===== src/verilog/csr_pkg.sv =====
`default_nettype none

package csr_pkg;

    localparam int CSR_NUM_W = 14;
    localparam int DATA_W    = 32;
    localparam int HWI_N     = 8;

    typedef enum logic [2:0] {
        OP_READ  = 3'd0,
        OP_WRITE = 3'd1,
        OP_XCHG  = 3'd2,
        OP_EXCP  = 3'd3,
        OP_ERTN  = 3'd4
    } csr_op_e;

    typedef enum logic [5:0] {
        ECODE_INT = 6'h00,
        ECODE_PIL = 6'h01,
        ECODE_PIS = 6'h02,
        ECODE_PIF = 6'h03,
        ECODE_PME = 6'h04,
        ECODE_PPI = 6'h07,
        ECODE_ADE = 6'h08,
        ECODE_ALE = 6'h09,
        ECODE_SYS = 6'h0b,
        ECODE_BRK = 6'h0c,
        ECODE_INE = 6'h0d
    } ecode_e;

    // register numbers of the kept CSRs
    localparam logic [CSR_NUM_W-1:0] CSR_CRMD   = 14'h000;
    localparam logic [CSR_NUM_W-1:0] CSR_PRMD   = 14'h001;
    localparam logic [CSR_NUM_W-1:0] CSR_ECFG   = 14'h004;
    localparam logic [CSR_NUM_W-1:0] CSR_ESTAT  = 14'h005;
    localparam logic [CSR_NUM_W-1:0] CSR_ERA    = 14'h006;
    localparam logic [CSR_NUM_W-1:0] CSR_BADV   = 14'h007;
    localparam logic [CSR_NUM_W-1:0] CSR_EENTRY = 14'h00c;
    localparam logic [CSR_NUM_W-1:0] CSR_SAVE0  = 14'h030;
    localparam logic [CSR_NUM_W-1:0] CSR_SAVE1  = 14'h031;
    localparam logic [CSR_NUM_W-1:0] CSR_SAVE2  = 14'h032;
    localparam logic [CSR_NUM_W-1:0] CSR_SAVE3  = 14'h033;
    localparam logic [CSR_NUM_W-1:0] CSR_TID    = 14'h040;
    localparam logic [CSR_NUM_W-1:0] CSR_TCFG   = 14'h041;
    localparam logic [CSR_NUM_W-1:0] CSR_TVAL   = 14'h042;
    localparam logic [CSR_NUM_W-1:0] CSR_TICLR  = 14'h044;

endpackage

`default_nettype wire


===== src/verilog/csr_issue_ctrl.sv =====
`timescale 1ns/1ps
`default_nettype none

module csr_issue_ctrl
    import csr_pkg::*;
(
    input  wire logic              clk,
    input  wire logic              rstn,
    input  wire logic              req_valid,
    input  wire logic              stall,
    input  wire csr_op_e           req_op,
    input  wire ecode_e            ecode,
    input  wire logic [8:0]        esubcode,
    input  wire logic [DATA_W-1:0] pc,
    input  wire logic              int_pending,
    input  wire logic [DATA_W-1:0] era,
    input  wire logic [DATA_W-1:0] eentry,
    output logic                   do_write,
    output logic                   do_entry,
    output logic                   do_ertn,
    output ecode_e                 entry_ecode,
    output logic      [8:0]        entry_esubcode,
    output logic                   redirect_valid,
    output logic      [DATA_W-1:0] redirect_pc,
    output logic                   excp_flush,
    output logic                   ertn_flush
);

    logic              accept;
    logic              take_int;
    logic              redirect;
    logic [DATA_W-1:0] target_pc;

    assign accept   = req_valid & ~stall;
    // interrupt wins over whatever the pipeline presents
    assign take_int = accept & int_pending;

    always_comb
    begin
        do_write = 1'b0;
        do_entry = 1'b0;
        do_ertn  = 1'b0;
        if (take_int)
        begin
            do_entry = 1'b1;
        end
        else if (accept)
        begin
            case (req_op)
                OP_WRITE, OP_XCHG:
                begin
                    do_write = 1'b1;
                end
                OP_EXCP:
                begin
                    do_entry = 1'b1;
                end
                OP_ERTN:
                begin
                    do_ertn = 1'b1;
                end
                default:
                begin
                    do_write = 1'b0;
                end
            endcase
        end
    end

    // interrupt entry carries code 0, subcode 0
    assign entry_ecode    = int_pending ? ECODE_INT : ecode;
    assign entry_esubcode = int_pending ? 9'd0 : esubcode;

    assign redirect = do_write | do_entry | do_ertn;

    always_comb
    begin
        if (do_entry)
        begin
            target_pc = eentry;
        end
        else if (do_ertn)
        begin
            target_pc = era;
        end
        else
        begin
            // csr write changes state, refetch the next instruction
            target_pc = pc + 32'd4;
        end
    end

    always_ff @(posedge clk)
    begin
        if (!rstn)
        begin
            redirect_valid <= 1'b0;
            excp_flush     <= 1'b0;
            ertn_flush     <= 1'b0;
            redirect_pc    <= '0;
        end
        else
        begin
            redirect_valid <= redirect;
            excp_flush     <= do_entry;
            ertn_flush     <= do_ertn;
            if (redirect)
            begin
                redirect_pc <= target_pc;
            end
        end
    end

endmodule

`default_nettype wire


===== src/verilog/csr_regfile.sv =====
`timescale 1ns/1ps
`default_nettype none

module csr_regfile
    import csr_pkg::*;
(
    input  wire logic                 clk,
    input  wire logic                 rstn,
    input  wire logic [CSR_NUM_W-1:0] csr_num,
    input  wire logic [DATA_W-1:0]    wdata,
    input  wire logic [DATA_W-1:0]    wmask,
    input  wire logic [DATA_W-1:0]    pc,
    input  wire logic [DATA_W-1:0]    bad_vaddr,
    input  wire logic [HWI_N-1:0]     hwi,
    input  wire logic                 do_write,
    input  wire logic                 do_entry,
    input  wire logic                 do_ertn,
    input  wire ecode_e               entry_ecode,
    input  wire logic [8:0]           entry_esubcode,
    input  wire logic                 timer_flag,
    input  wire logic [DATA_W-1:0]    tcfg,
    input  wire logic [DATA_W-1:0]    tval,
    output logic      [DATA_W-1:0]    rdata,
    output logic      [DATA_W-1:0]    era,
    output logic      [DATA_W-1:0]    eentry,
    output logic                      int_pending,
    output logic      [1:0]           crmd_plv,
    output logic                      crmd_ie,
    output logic                      tcfg_we,
    output logic                      ticlr_we,
    output logic      [DATA_W-1:0]    merged
);

    logic [2:0]        prmd_q;
    logic [12:0]       ecfg_q;
    logic [1:0]        estat_is_q;
    logic [5:0]        estat_ecode_q;
    logic [8:0]        estat_esub_q;
    logic [DATA_W-1:0] badv_q;
    logic [DATA_W-1:6] eentry_q;
    logic [DATA_W-1:0] save_q [4];
    logic [DATA_W-1:0] tid_q;
    logic [11:0]       estat_int;
    logic [DATA_W-1:0] estat_val;
    logic [DATA_W-1:0] old_val;

    // timer at bit 11, bit 10 is not implemented
    assign estat_int   = {timer_flag, 1'b0, hwi, estat_is_q};
    assign estat_val   = {1'b0, estat_esub_q, estat_ecode_q, 4'b0, estat_int};
    assign int_pending = crmd_ie & (|(estat_int & ecfg_q[11:0]));
    assign eentry      = {eentry_q, 6'b0};

    always_comb
    begin
        case (csr_num)
            CSR_CRMD:   old_val = {29'b0, crmd_ie, crmd_plv};
            CSR_PRMD:   old_val = {29'b0, prmd_q};
            CSR_ECFG:   old_val = {19'b0, ecfg_q};
            CSR_ESTAT:  old_val = estat_val;
            CSR_ERA:    old_val = era;
            CSR_BADV:   old_val = badv_q;
            CSR_EENTRY: old_val = eentry;
            CSR_SAVE0, CSR_SAVE1, CSR_SAVE2, CSR_SAVE3:
                old_val = save_q[csr_num[1:0]];
            CSR_TID:    old_val = tid_q;
            CSR_TCFG:   old_val = tcfg;
            CSR_TVAL:   old_val = tval;
            default:    old_val = '0;
        endcase
    end

    assign merged   = (old_val & ~wmask) | (wdata & wmask);
    assign tcfg_we  = do_write && (csr_num == CSR_TCFG);
    assign ticlr_we = do_write && (csr_num == CSR_TICLR);

    always_ff @(posedge clk)
    begin
        if (!rstn)
        begin
            rdata         <= '0;
            crmd_plv      <= 2'b0;
            crmd_ie       <= 1'b0;
            prmd_q        <= 3'b0;
            ecfg_q        <= '0;
            estat_is_q    <= 2'b0;
            estat_ecode_q <= 6'b0;
            estat_esub_q  <= 9'b0;
            era           <= '0;
            badv_q        <= '0;
            eentry_q      <= '0;
            tid_q         <= '0;
            for (int i = 0; i < 4; i++)
            begin
                save_q[i] <= '0;
            end
        end
        else
        begin
            rdata <= old_val;
            if (do_write)
            begin
                case (csr_num)
                    CSR_CRMD:
                    begin
                        crmd_plv <= merged[1:0];
                        crmd_ie  <= merged[2];
                    end
                    CSR_PRMD:   prmd_q <= merged[2:0];
                    CSR_ECFG:   ecfg_q <= {merged[12:11], 1'b0, merged[9:0]};
                    CSR_ESTAT:  estat_is_q <= merged[1:0];
                    CSR_ERA:    era <= merged;
                    CSR_BADV:   badv_q <= merged;
                    CSR_EENTRY: eentry_q <= merged[DATA_W-1:6];
                    CSR_SAVE0, CSR_SAVE1, CSR_SAVE2, CSR_SAVE3:
                        save_q[csr_num[1:0]] <= merged;
                    CSR_TID:    tid_q <= merged;
                    default:    tid_q <= tid_q;
                endcase
            end
            else if (do_entry)
            begin
                // save mode, drop to plv0 with interrupts off
                prmd_q        <= {crmd_ie, crmd_plv};
                crmd_plv      <= 2'b0;
                crmd_ie       <= 1'b0;
                era           <= pc;
                estat_ecode_q <= entry_ecode;
                estat_esub_q  <= entry_esubcode;
                if (entry_ecode inside {ECODE_ADE, ECODE_ALE, ECODE_PIL, ECODE_PIS,
                                        ECODE_PIF, ECODE_PME, ECODE_PPI})
                begin
                    badv_q <= bad_vaddr;
                end
            end
            else if (do_ertn)
            begin
                crmd_plv <= prmd_q[1:0];
                crmd_ie  <= prmd_q[2];
            end
        end
    end

endmodule

`default_nettype wire


===== src/verilog/csr_timer.sv =====
`timescale 1ns/1ps
`default_nettype none

module csr_timer
    import csr_pkg::*;
#(
    parameter int TIMER_W = 32
)
(
    input  wire logic              clk,
    input  wire logic              rstn,
    input  wire logic              tcfg_we,
    input  wire logic              ticlr_we,
    input  wire logic [DATA_W-1:0] merged,
    output logic      [DATA_W-1:0] tcfg,
    output logic      [DATA_W-1:0] tval,
    output logic                   timer_flag
);

    logic [TIMER_W-1:0] tcfg_q;
    logic [TIMER_W-1:0] tval_q;
    logic               load_pend;
    logic [TIMER_W-1:0] init_val;
    logic               hit_zero;

    assign init_val = {tcfg_q[TIMER_W-1:2], 2'b00};
    assign tcfg     = DATA_W'(tcfg_q);
    assign tval     = DATA_W'(tval_q);
    // counter steps from 1 to 0 this cycle
    assign hit_zero = tcfg_q[0] && !load_pend && (tval_q == TIMER_W'(1));

    always_ff @(posedge clk)
    begin
        if (!rstn)
        begin
            tcfg_q     <= '0;
            tval_q     <= '0;
            load_pend  <= 1'b0;
            timer_flag <= 1'b0;
        end
        else
        begin
            load_pend <= tcfg_we & merged[0];
            if (tcfg_we)
            begin
                tcfg_q <= merged[TIMER_W-1:0];
            end
            if (load_pend)
            begin
                tval_q <= init_val;
            end
            else if (hit_zero)
            begin
                // periodic mode reloads, one-shot stays at 0
                tval_q <= tcfg_q[1] ? init_val : '0;
            end
            else if (tcfg_q[0] && (tval_q != '0))
            begin
                tval_q <= tval_q - 1'b1;
            end
            if (hit_zero)
            begin
                timer_flag <= 1'b1;
            end
            else if (ticlr_we && merged[0])
            begin
                timer_flag <= 1'b0;
            end
        end
    end

endmodule

`default_nettype wire


===== src/verilog/csr_unit.sv =====
`timescale 1ns/1ps
`default_nettype none

module csr_unit
    import csr_pkg::*;
#(
    parameter int TIMER_W = 32
)
(
    input  wire logic                 clk,
    input  wire logic                 rstn,
    input  wire logic                 req_valid,
    input  wire logic                 stall,
    input  wire csr_op_e              req_op,
    input  wire logic [CSR_NUM_W-1:0] csr_num,
    input  wire logic [DATA_W-1:0]    wdata,
    input  wire logic [DATA_W-1:0]    wmask,
    input  wire logic [DATA_W-1:0]    pc,
    input  wire ecode_e               ecode,
    input  wire logic [8:0]           esubcode,
    input  wire logic [DATA_W-1:0]    bad_vaddr,
    input  wire logic [HWI_N-1:0]     hwi,
    output logic      [DATA_W-1:0]    rdata,
    output logic                      redirect_valid,
    output logic      [DATA_W-1:0]    redirect_pc,
    output logic                      excp_flush,
    output logic                      ertn_flush,
    output logic      [1:0]           crmd_plv,
    output logic                      crmd_ie
);

    logic              do_write;
    logic              do_entry;
    logic              do_ertn;
    ecode_e            entry_ecode;
    logic [8:0]        entry_esubcode;
    logic              int_pending;
    logic [DATA_W-1:0] era;
    logic [DATA_W-1:0] eentry;
    logic              timer_flag;
    logic [DATA_W-1:0] tcfg;
    logic [DATA_W-1:0] tval;
    logic              tcfg_we;
    logic              ticlr_we;
    logic [DATA_W-1:0] merged;

    csr_issue_ctrl u_issue_ctrl (
        .clk            (clk),
        .rstn           (rstn),
        .req_valid      (req_valid),
        .stall          (stall),
        .req_op         (req_op),
        .ecode          (ecode),
        .esubcode       (esubcode),
        .pc             (pc),
        .int_pending    (int_pending),
        .era            (era),
        .eentry         (eentry),
        .do_write       (do_write),
        .do_entry       (do_entry),
        .do_ertn        (do_ertn),
        .entry_ecode    (entry_ecode),
        .entry_esubcode (entry_esubcode),
        .redirect_valid (redirect_valid),
        .redirect_pc    (redirect_pc),
        .excp_flush     (excp_flush),
        .ertn_flush     (ertn_flush)
    );

    // plain write takes the whole register
    csr_regfile u_regfile (
        .clk            (clk),
        .rstn           (rstn),
        .csr_num        (csr_num),
        .wdata          (wdata),
        .wmask          ((req_op == OP_WRITE) ? {DATA_W{1'b1}} : wmask),
        .pc             (pc),
        .bad_vaddr      (bad_vaddr),
        .hwi            (hwi),
        .do_write       (do_write),
        .do_entry       (do_entry),
        .do_ertn        (do_ertn),
        .entry_ecode    (entry_ecode),
        .entry_esubcode (entry_esubcode),
        .timer_flag     (timer_flag),
        .tcfg           (tcfg),
        .tval           (tval),
        .rdata          (rdata),
        .era            (era),
        .eentry         (eentry),
        .int_pending    (int_pending),
        .crmd_plv       (crmd_plv),
        .crmd_ie        (crmd_ie),
        .tcfg_we        (tcfg_we),
        .ticlr_we       (ticlr_we),
        .merged         (merged)
    );

    csr_timer #(
        .TIMER_W (TIMER_W)
    ) u_timer (
        .clk        (clk),
        .rstn       (rstn),
        .tcfg_we    (tcfg_we),
        .ticlr_we   (ticlr_we),
        .merged     (merged),
        .tcfg       (tcfg),
        .tval       (tval),
        .timer_flag (timer_flag)
    );

endmodule

`default_nettype wire


===== config.mk =====
export PLATFORM = sky130hd
export DESIGN_NAME = csr_unit
export DESIGN_NICKNAME = d
export VERILOG_FILES = /design/src/verilog/csr_pkg.sv /design/src/verilog/csr_issue_ctrl.sv /design/src/verilog/csr_regfile.sv /design/src/verilog/csr_timer.sv /design/src/verilog/csr_unit.sv
export SDC_FILE = /design/constraint.sdc
export NUM_CORES = 1
export LEC_CHECK = 0
export ABC_AREA = 1
export BUFFER_PORTS_ARGS = -buffer_cell sky130_fd_sc_hd__clkbuf_2
export CAP_MARGIN = 10
export CELL_PAD_IN_SITES_DETAIL_PLACEMENT = 0
export CELL_PAD_IN_SITES_GLOBAL_PLACEMENT = 1
export CORE_UTILIZATION = 40
export CTS_CLUSTER_DIAMETER = 60
export DETAILED_ROUTE_END_ITERATION = 10
export GPL_TIMING_DRIVEN = 0
export PLACE_DENSITY_LB_ADDON = 0.1
export REMOVE_ABC_BUFFERS = 1
export SYNTH_ARGS = -nofsm -noshare
export SYNTH_HDL_FRONTEND = slang
export SYNTH_SLANG_ARGS = --single-unit

===== constraint.sdc =====
create_clock -name clk -period 6.66 [get_ports clk]
set_clock_uncertainty 0.15 [all_clocks]
set_input_delay 0.666 -clock clk [delete_from_list [all_inputs] [get_ports clk]]
set_output_delay 0.666 -clock clk [all_outputs]
set_load 0.05 [all_outputs]

==> results of run 1 <==
## routing by layer
metal	vias up	routed length [um]
li1	11300	-
met1	11300	42800
met2	935	42100
met3	147	8160
met4	0	2700
met5	-	0
## critical path, stage by stage, from the launching register on
cell and delay [ps]:
dfxtp_1 330, nand2_1 80, nand2_1 70, nor2_1 210, nand3_1 100, nand2_1 850
o21ai_4 390, inv_2 930, nand3_1 850, nor2_2 1140, nand2_1 110, o21ai_0 120
## placed cells by master, fill, tap and decap left out, types with 37 or more instances in the layout
cell type / Yosys / final
a21oi_1: 208 / 208
clkbuf_16: 0 / 53
clkbuf_2: 0 / 239
dfxtp_1: 290 / 290
edfxtp_1: 128 / 128
inv_1: 246 / 246
nand2_1: 872 / 866
nand3_1: 396 / 396
nand4_1: 66 / 66
nor2_1: 371 / 369
nor3_1: 77 / 77
o211ai_1: 37 / 37
o21ai_0: 210 / 206
## area by class of cell
class	count	area (um2)
Inverter	268	1010
Multi-Input combinational cell	2449	11600
Fill cell	5802	29700
Timing Repair Buffer	273	1950
Clock inverter	31	369
Clock buffer	66	1430
Tap cell	756	946
Sequential cell	418	9650
## cell families (layout without fill, tap and decap cells)
kind of cell	count (synthesis)	in the layout
DFF	418	418
buffers and inverters	470	638
and+or+nand+nor	1903	1903
xor gates and xnor gates	42	42
adders and majority gates	4	4
AOI/OAI and AO/OA	500	500
## final timing paths
check	slack (ps)	from	endpoint
worst max-delay path	1170	u_regfile.ecfg_q[7]$_SDFFE_PN0P_	u_issue_ctrl.redirect_pc[6]$_SDFFE_PN0P_
worst min-delay path	160	ecode[5]	u_regfile.estat_ecode_q[5]$_SDFFE_PN0P_
worst max register to register	1170	u_regfile.ecfg_q[7]$_SDFFE_PN0P_	u_issue_ctrl.redirect_pc[6]$_SDFFE_PN0P_
worst min register to register	300	u_issue_ctrl.redirect_pc[4]$_SDFFE_PN0P_	u_issue_ctrl.redirect_pc[4]$_SDFFE_PN0P_
## power breakdown
group	leakage, nW	internal (mW)	switching (mW)
logic	8.19	0.147	0.375
clock network	0.868	1.79	1.20
registers	3.55	2.68	0.0252
## state kept, by name, summed over array words and instances (netlist names), 3 cells and up
register                  flops
u_regfile.eentry_q           26
u_regfile.ecfg_q             12
u_regfile.prmd_q              3
u_issue_ctrl.redirect_pc     32
u_timer.tval                 32
u_regfile.save_q            128
u_regfile.badv_q             32
u_regfile.era                32
u_regfile.estat_esub_q        9
u_regfile.rdata              32
u_regfile.tid_q              32
u_regfile.estat_ecode_q       6
u_timer.tcfg                 32
## metrics by stage
| stage | setup WS, ps | hold slack (ps) |
|---|---|---|
| 2_1_floorplan | 697 | 296 |
| 3_3_place_gp | -4950 | 288 |
| 3_5_place_dp | 656 | 288 |
| 4_1_cts | 1130 | 137 |
| 5_1_grt | 783 | 164 |
| 6_report | 1170 | 165 |
==> summary.txt, run 1 <==
Power and ir drop
  • Pwr/cell area: 231 nW/um2
  • Total Power: 6.22 mW
  • Worst ir drop on vdd: 0.170 mV
  • Leakage dissipation: 12.6 nW

STA
  • Sum of negative setup slack: 0 ps
  • RSZ-0062 raised after global routing: false
  • Max Slew Vio Count: 0
  • Max Fclk: 182 MHz
  • Tightest Pin Transition: 1300 ps
  • Max transition margin: 0.133
  • Final hold viol count: 0
  • Setup violators final: 0
  • Tmin final: 5490 ps
  • Period Utilization, post-route: 0.824

Placement
  • Placement Cell Area: 25100 um2
  • Routability Congestion: 0.912
  • IO Port Bufs: 241
  • Placed cell count: 4164
  • Post-DP HPWL: 67800 um

Global routing
  • Grt total ovfl: 0
  • Met2 usage: 0.485
  • Total GRT Usage: 0.319
  • First-pass GRT wire length: 141000 um
  • Initial antenna violation count: 2
  • Pin count of the biggest net entering global routing: 116
  • Met1 Usage GRT: 0.446
  • Busiest grt layer: met2
  • GR Util met3: 0.0711
  • Vias in the first global route: 22000

Route
  • WL/cell: 22.5 um
  • Post-route ant nets: 0
  • Starting DRT DRC Count: 2176
  • Wirelength, routed: 95900 um
  • Drc violations: 0
  • Via count: 23700
  • Drt pass-1 iters: 8
  • Vias per cell: 5.55

Clocking
  • Clk Latency, worst-skew pair: 600 ps
  • CTS resizes: 0
  • Setup Buffers After CTS: 0
  • CTS buffer count: 52
  • CTS tree: yes
  • Clk pin slew, worst setup/hold paths: 60 ps
  • CTS sink cnt: 418
  • # H-tree levels: 2
  • Clock Root Buffer: clkbuf_16
  • Max clock buf depth: 3
  • CTS hold repair buffers: 0

Status
  • Run status: finished, final reports clean

Worst setup path
  • Critical path data arrival time: 5860 ps
  • Setup crit end kind: register
  • Worst endpoint required time: 7030 ps
  • Critical path class: register to register
  • Worst r2r path cells: 11
  • Setup crit start kind: register
  • Critical Path Fanout Max: 54

Synthesis
  • Syn. warnings: 0
  • Post-Syn Instances: 3337
  • Mux cell area share after synthesis: 0
  • Number of distinct library cells after synthesis: 45
  • Commonest register cell after synthesis: dfxtp_1
  • Top-area cell type share of the netlist area: 0.252
  • Synth cell count leaders: nand2_1, nand3_1, nor2_1
  • Combinational family with the most area after synthesis: simple AND/OR/NAND/NOR gates
  • Register area share after synthesis: 0.419
  • Post-Synth Adder-Cell Area: 0.00217
  • Synthesized area: 23000 um2
  • Synth Area in Compound Gates: 0.117
  • Yosys top cell by area: dfxtp_1
  • Post-synthesis async set-or-reset flop share: 0
  • Simple-Gate Fraction of Synth Area: 0.361
  • EDFF count, synth: 128
  • Synth Register Bits: 418
  • Xor/xnor cell area share of the yosys netlist: 0.0160
  • Post-synthesis area per instance: 6.91 um2
  • Largest cells by area after synthesis: dfxtp_1, edfxtp_1, nand2_1
  • Top-count cell post-synth: nand2_1

Final layout
  • Fin cells: 4261
  • Final Cell Area: 26900 um2
  • Final core occ: 0.475
  • Area grow syn2layout: 16.8%
  • Antenna Diode Count: 0
  • Final nets: 3638
  • Share of layout cells above drive strength 1: 0.131

Worst hold path
  • Hold Path Class: input port to register
  • Hold path depth: 3

Floorplanning
  • IO Pins: 242
  • Chip Width: 242 um
  • Die area: 58600 um2
  • Initial Util: 0.407
  • Core Region: 56600 um2
  • Height of the die: 242 um
  • Cell row count: 87

Job
  • # Max-Cap Violations: 0
(Power assumes the default switching activity.)
==> run 2: changes to the inputs <==
--- a/config.mk
+++ b/config.mk
@@ -10,7 +10,7 @@
 export CAP_MARGIN = 10
 export CELL_PAD_IN_SITES_DETAIL_PLACEMENT = 0
 export CELL_PAD_IN_SITES_GLOBAL_PLACEMENT = 1
-export CORE_UTILIZATION = 40
+export CORE_UTILIZATION = 39
 export CTS_CLUSTER_DIAMETER = 60
 export DETAILED_ROUTE_END_ITERATION = 10
 export GPL_TIMING_DRIVEN = 0
==> constraint.sdc (replaced) <==
create_clock -name clk -period 4.5 [get_ports clk]
set_clock_uncertainty 0.15 [all_clocks]
set_input_delay 0.45 -clock clk [delete_from_list [all_inputs] [get_ports clk]]
set_output_delay 0.45 -clock clk [all_outputs]
set_load 0.05 [all_outputs]
==> summary.txt, run 2 (same netlist as run 1, synthesis figures left out) <==
Status
  • Run status: finished, final reports clean

Clocking
  • Clk pin slew, worst setup/hold paths: 60 ps (about the same)
  • CTS sink cnt: 418 (unchanged)
  • Max clock buf depth: 3 (unchanged)
  • # H-tree levels: 2 (unchanged)
  • CTS buffer count: 51 (-1.9%)
  • Clock Root Buffer: clkbuf_16
  • Clk Latency, worst-skew pair: 600 ps (about the same)
  • CTS tree: yes

Power and ir drop
  • Sw Ratio: 0.260 (+0.00258)
  • Switching pwr: 2.31 mW (+44%)
  • Worst ir drop on vdd: 0.273 mV (+61%)
  • Total Power: 8.88 mW (+43%)
  • P_int: 6.58 mW (+42%)
  • Clock network power share: 0.460 (-0.021)
  • Comb pwr share: 0.089 (+0.005)
  • Pwr/cell area: 329 nW/um2 (+43%)
  • Leakage dissipation: 12.6 nW (about the same)
  • Sequential share of power: 0.450 (+0.015)

Global routing
  • Initial antenna violation count: 1 (-1)
  • Pin count of the biggest net entering global routing: 98 (-16%)
  • Total GRT Usage: 0.319 (+0.000866)
  • Vias in the first global route: 22000 (+0.14%)
  • GR Util met3: 0.0586 (-0.0125)
  • Busiest grt layer: met2
  • Grt total ovfl: 0 (unchanged)
  • First-pass GRT wire length: 143000 um (+1.5%)
  • Met2 usage: 0.485 (about the same)
  • Met1 Usage GRT: 0.462 (+0.0155)

STA
  • Tightest Pin Transition: 1230 ps (-72.0 ps)
  • Setup violators final: 0 (unchanged)
  • RSZ-0062 raised after global routing: false
  • Max Slew Vio Count: 0 (unchanged)
  • Max transition margin: 0.181 (+0.0481)
  • Max Fclk: 235 MHz
  • Final worst slack: 249 ps (-925 ps)
  • Hold Slack: 20.9 ps (-144 ps)
  • Period Utilization, post-route: 0.945
  • Tmin final: 4250 ps
  • Final hold viol count: 0 (unchanged)

Worst setup path
  • Slowest Stage Delay on Critical Path: 750 ps (-390 ps)
  • Critical path class: input port to register
  • Worst r2r path cells: 12 (+1)
  • Cell count along the critical path: 14 (+3)
  • Setup crit start kind: input port
  • Setup crit end kind: register
  • WP buf/inv: 6 (+5)
  • Worst endpoint required time: 4820 ps (-2210 ps)
  • Most frequent cell on the critical path: nand2_1
  • Critical Path Fanout Max: 37 (-31%)
  • Crit-path cells: clkbuf_2, inv_4, nor2_4, nand2_1, nor2_4, buf_12, nand2_1, inv_1, nand2_1, nand2_2, buf_16, inv_2, a21oi_1, a21oi_1
  • Critical path data arrival time: 4570 ps (-1290 ps)
  • Slowest cell on the critical path: clkbuf_2
  • Critical path's top delay family: buffers and inverters

Final layout
  • Commonest non-fill, non-tap cells in the layout: nand2_1, nand3_1, nor2_1
  • Final Cell Area: 27000 um2 (+0.21%)
  • Seq. cell area: 9650 um2 (unchanged)
  • Biggest register: u_regfile.save_q
  • Final nets: 3663 (+0.69%)
  • Commonest non-fill, non-tap cell in the layout: nand2_1
  • Largest register FFs: 128 (unchanged)
  • Area grow syn2layout: 17.0%
  • Fillers: 6042 (+4.1%)
  • Share of layout cells above drive strength 1: 0.129 (-0.00156)
  • Multi-input gate area: 11600 um2 (+0.32%)
  • Antenna Diode Count: 0 (unchanged)

Route
  • Drt pass-1 iters: 6 (-2)
  • Starting DRT DRC Count: 2406 (+11%)
  • Via count: 23800 (+0.75%)
  • Vias per cell: 5.56 (about the same)
  • Post-route ant nets: 0 (unchanged)
  • Drc violations: 0 (unchanged)
  • Wirelength, routed: 97900 um (+2.2%)
  • WL/cell: 22.8 um (+1.5%)

Placement
  • Placement Cell Area: 25100 um2 (-0.26%)
  • Post-DP HPWL: 68300 um (+0.69%)
  • Routability Congestion: 0.914 (+0.23%)
  • IO Port Bufs: 241 (unchanged)
  • Place WS: -1440 ps (-2090 ps)

Floorplanning
  • Cell row count: 88 (+1.1%)
  • IO Pins: 242 (unchanged)
  • Core Region: 58000 um2 (+2.5%)
  • Die area: 60100 um2 (+2.5%)
  • Initial Util: 0.397 (-0.00997)
  • Chip Width: 245 um (+1.3%)
  • Height of the die: 245 um (+1.3%)

Worst hold path
  • Hold Path Class: input port to register
  • Hold path depth: 5 (+2)

Job
  • # Max-Cap Violations: 0 (unchanged)
run 2: cell types whose count changed in the layout (fill, tap and decap cells not counted), sizes merged:
cell	delta
nor2	+2
buf	+7
inv	-4
clkinvlp	-3
dlygate4sd3	+17
clkinv	-5
clkbuf	+9
bufinv	-4
run 2: final timing paths:
check                                                         startpoint                                        to  slack (ps)
worst min-delay path                                       bad_vaddr[28]         u_regfile.badv_q[28]$_SDFFE_PN0P_          20
worst max register to register          u_regfile.ecfg_q[7]$_SDFFE_PN0P_            u_regfile.era[19]$_SDFFE_PN0P_         290
worst min register to register  u_issue_ctrl.redirect_pc[3]$_SDFFE_PN0P_  u_issue_ctrl.redirect_pc[3]$_SDFFE_PN0P_         300
worst max-delay path                                          csr_num[1]            u_regfile.era[19]$_SDFFE_PN0P_         250
run 2: cell type report:
class                      instances  area share
timing repair buffer             297      0.0790
sequential                       418       0.358
clock inverter                    15     0.00575
inverter                         268      0.0379
tap                              765      0.0355
clock buffer                      75      0.0537
multi-input combinational       2451       0.430
run 2: power by group through the flow:
stage                     clock network (mW)  logic, mW  registers [mW]
after floorplan                            0      0.332            4.13
after global placement                     0      0.728            4.09
after detailed placement                   0      0.767            4.08
after CTS                               4.14      0.785            4.00
after global routing                    4.28      0.859            4.01
final                                   4.09      0.794            4.00
run 2: what timing repair did:
action,CTS,global route
cloned,1,1
pin swaps,1,3
hold buffers,17,0
buffers inserted,0,9
endpoints found under the setup margin,249,144
gates resized for setup,8,4
hold endpoints to repair,17,0
run 2: worst register-to-register path, delay by kind of cell (launching register included):
kind                   cells  cell delay [ps]
buffers and inverters      3             1380
DFF                        1              320
and+or+nand+nor            6             1500
AOI/OAI and AO/OA          3              780
run 2: metrics by stage:
step                      utilization  instances   TNS, ps
after floorplan                     -       3135   -338980
after global placement          0.418       4141  -2704480
after detailed placement        0.432       4171   -268870
after CTS                       0.463       4279         0
after global routing            0.465       4289         0
final                           0.465       4289         0
run 2: layer usage:
metal  vias up  part of all wire
met1     11400              0.46
met5         -                 0
met3       122             0.083
li1      11300                 -
met4         0             0.022
met2       943              0.44
==> run 3: changes to the inputs <==
--- a/config.mk
+++ b/config.mk
@@ -10,6 +10,7 @@
 export CAP_MARGIN = 10
 export CELL_PAD_IN_SITES_DETAIL_PLACEMENT = 0
 export CELL_PAD_IN_SITES_GLOBAL_PLACEMENT = 1
+export CORE_MARGIN = 2
 export CORE_UTILIZATION = 39
 export CTS_CLUSTER_DIAMETER = 60
 export DETAILED_ROUTE_END_ITERATION = 10
==> summary.txt, run 3 (same netlist as run 1, synthesis figures left out) <==
Route
  • Wirelength, routed: 98900 um (+0.96%)
  • Drc violations: 0 (unchanged)
  • Starting DRT DRC Count: 2554 (+6.2%)
  • Post-route ant nets: 0 (unchanged)
  • Drt pass-1 iters: 6 (unchanged)
  • WL/cell: 23.0 um (+0.80%)
  • Vias per cell: 5.61 (+0.90%)
  • Via count: 24100 (+1.1%)

Power and ir drop
  • Worst ir drop on vdd: 0.261 mV (-4.3%)
  • Total Power: 9.33 mW (+5.0%)
  • Leakage dissipation: 12.7 nW (+0.76%)
  • Pwr/cell area: 344 nW/um2 (+4.4%)

Floorplanning
  • IO Pins: 242 (unchanged)
  • Core Region: 58700 um2 (+1.1%)
  • Height of the die: 247 um (+0.82%)
  • Cell row count: 89 (+1.1%)
  • Chip Width: 247 um (+0.82%)
  • Initial Util: 0.393 (-0.00446)
  • Die area: 61100 um2 (+1.6%)

Global routing
  • Total GRT Usage: 0.318 (-0.00108)
  • Grt total ovfl: 0 (unchanged)
  • Busiest grt layer: met2
  • Met1 Usage GRT: 0.459 (-0.00274)
  • Initial antenna violation count: 4 (+3)
  • Met2 usage: 0.486 (+0.00120)
  • GR Util met3: 0.0523 (-0.00629)
  • First-pass GRT wire length: 144000 um (+0.98%)
  • Vias in the first global route: 22200 (+0.69%)
  • Pin count of the biggest net entering global routing: 147 (+50%)

Worst setup path
  • Setup crit start kind: input port
  • CP startpoint: csr_num[1]
  • Critical path class: input port to register
  • Worst endpoint required time: 4800 ps (-20 ps)
  • Critical path data arrival time: 4490 ps (-80 ps)
  • R2r startpoint: u_regfile.ecfg_q[4]$_SDFFE_PN0P_
  • Most frequent cell on the critical path: nand3_1
  • Slowest Stage Delay on Critical Path: 1270 ps (+520 ps)
  • Crit-path cells: clkbuf_4, inv_4, nand2_2, nor2_4, nand3_1, o21ai_1, inv_1, nand3_1, nand3_1, nor2_1
  • Critical Path Fanout Max: 37 (unchanged)
  • Slowest cell on the critical path: nor2_4
  • Setup crit end kind: register

Final layout
  • Share of layout cells above drive strength 1: 0.132 (+0.00288)
  • Commonest non-fill, non-tap cell in the layout: nand2_1
  • Largest register FFs: 128 (unchanged)
  • Commonest non-fill, non-tap cells in the layout: nand2_1, nand3_1, nor2_1
  • Area grow syn2layout: 17.7%
  • Final nets: 3654 (-0.25%)
  • Fillers: 6037 (-0.083%)
  • Biggest register: u_regfile.save_q
  • Antenna Diode Count: 0 (unchanged)

Worst hold path
  • Hold Path Origin: bad_vaddr[20]
  • Hold Path Class: input port to register

STA
  • Max Fclk: 239 MHz (+1.4%)
  • Max Slew Vio Count: 0 (unchanged)
  • Tightest Pin Transition: 1350 ps (+123 ps)
  • RSZ-0062 raised after global routing: false
  • Tmin final: 4190 ps (-59.7 ps)
  • Period Utilization, post-route: 0.931 (-0.0133)
  • Final hold viol count: 0 (unchanged)
  • Setup violators final: 0 (unchanged)
  • Max transition margin: 0.0992 (-0.0820)
  • Sum of negative setup slack: 0 ps (unchanged)

Status
  • Run status: finished, final reports clean

Clocking
  • Max clock buf depth: 3 (unchanged)
  • # H-tree levels: 2 (unchanged)
  • CTS buffer count: 53 (+3.9%)
  • CTS sink cnt: 418 (unchanged)
  • Clk Latency, worst-skew pair: 610 ps (about the same)
  • Clock Root Buffer: clkbuf_16
  • Clk pin slew, worst setup/hold paths: 60 ps (about the same)
  • CTS tree: yes

Placement
  • IO Port Bufs: 241 (unchanged)
  • Post-DP HPWL: 69300 um (+1.4%)
  • Routability Congestion: 0.895 (-2.0%)

Job
  • # Max-Cap Violations: 0 (unchanged)
run 3: cell types whose count changed in the layout (fill, tap and decap cells not counted), sizes merged:
cell         before  now
nor2            393  391
clkinv           15   23
buf              39   29
clkinvlp          3    6
dlygate4sd3      17   18
bufinv            3    6
clkbuf          316  312
run 3: through the flow:
step	instance area, um2	hold WS [ps]	worst slack, ps	instances	utilization
2_1_floorplan	22100	296	-1250	3135	-
3_3_place_gp	24300	288	-7010	4149	0.414
3_5_place_dp	25000	295	-1550	4177	0.427
4_1_cts	27100	2.39	50.0	4295	0.462
5_1_grt	27100	25.6	60.7	4296	0.462
6_report	27100	22.2	309	4296	0.462
run 3: layout make-up:
cell class,instances,area [um2],share of cell area
clock buffer,71,1530,0.0563
clock inverter,29,327,0.0120
inverter,268,1020,0.0376
multi-input combinational,2449,11600,0.428
sequential,418,9650,0.356
tap,773,967,0.0357
timing repair buffer,288,2030,0.0749
run 3: timing repair:
| action | in CTS | in global routing |
|---|---|---|
| hold buffers | 18 | 0 |
| hold endpoints to repair | 18 | 0 |
| buffers inserted | 0 | 1 |
| endpoints found under the setup margin | 198 | 60 |
| resized for setup | 11 | 2 |
| pin swaps | 0 | 1 |
run 3: worst paths after layout:
kind / to / slack (ps) / cells after the start
worst max-delay path: u_regfile.save_q[2][30]$_SDFFCE_PN0P_ / 310 / 10
worst min register to register: u_issue_ctrl.redirect_pc[0]$_SDFFE_PN0P_ / 310 / 2
worst min-delay path: u_regfile.badv_q[20]$_SDFFE_PN0P_ / 20 / 5
worst max register to register: u_regfile.era[0]$_SDFFE_PN0P_ / 320 / 11
run 3: critical path, delay by kind of cell:
| kind | cells | cell delay (ps) |
|---|---|---|
| and+or+nand+nor | 6 | 2860 |
| buffers and inverters | 3 | 880 |
| AOI/OAI and AO/OA | 1 | 210 |
run 3: per-layer routing:
metal	vias to the layer above	routed length, um	share of wire
met1	11400	43900	0.44
met4	4	3050	0.031
met3	178	8630	0.087
li1	11300	-	-
met5	-	27	0.00027
met2	1140	43200	0.44
run 3: where the power goes:
part | internal [mW] | total (mW) | switching, mW
Combinational | 0.225 | 0.789 | 0.564
Clock | 2.73 | 4.55 | 1.82
Sequential | 3.96 | 4.00 | 0.0366
Total | 6.91 | 9.33 | 2.42
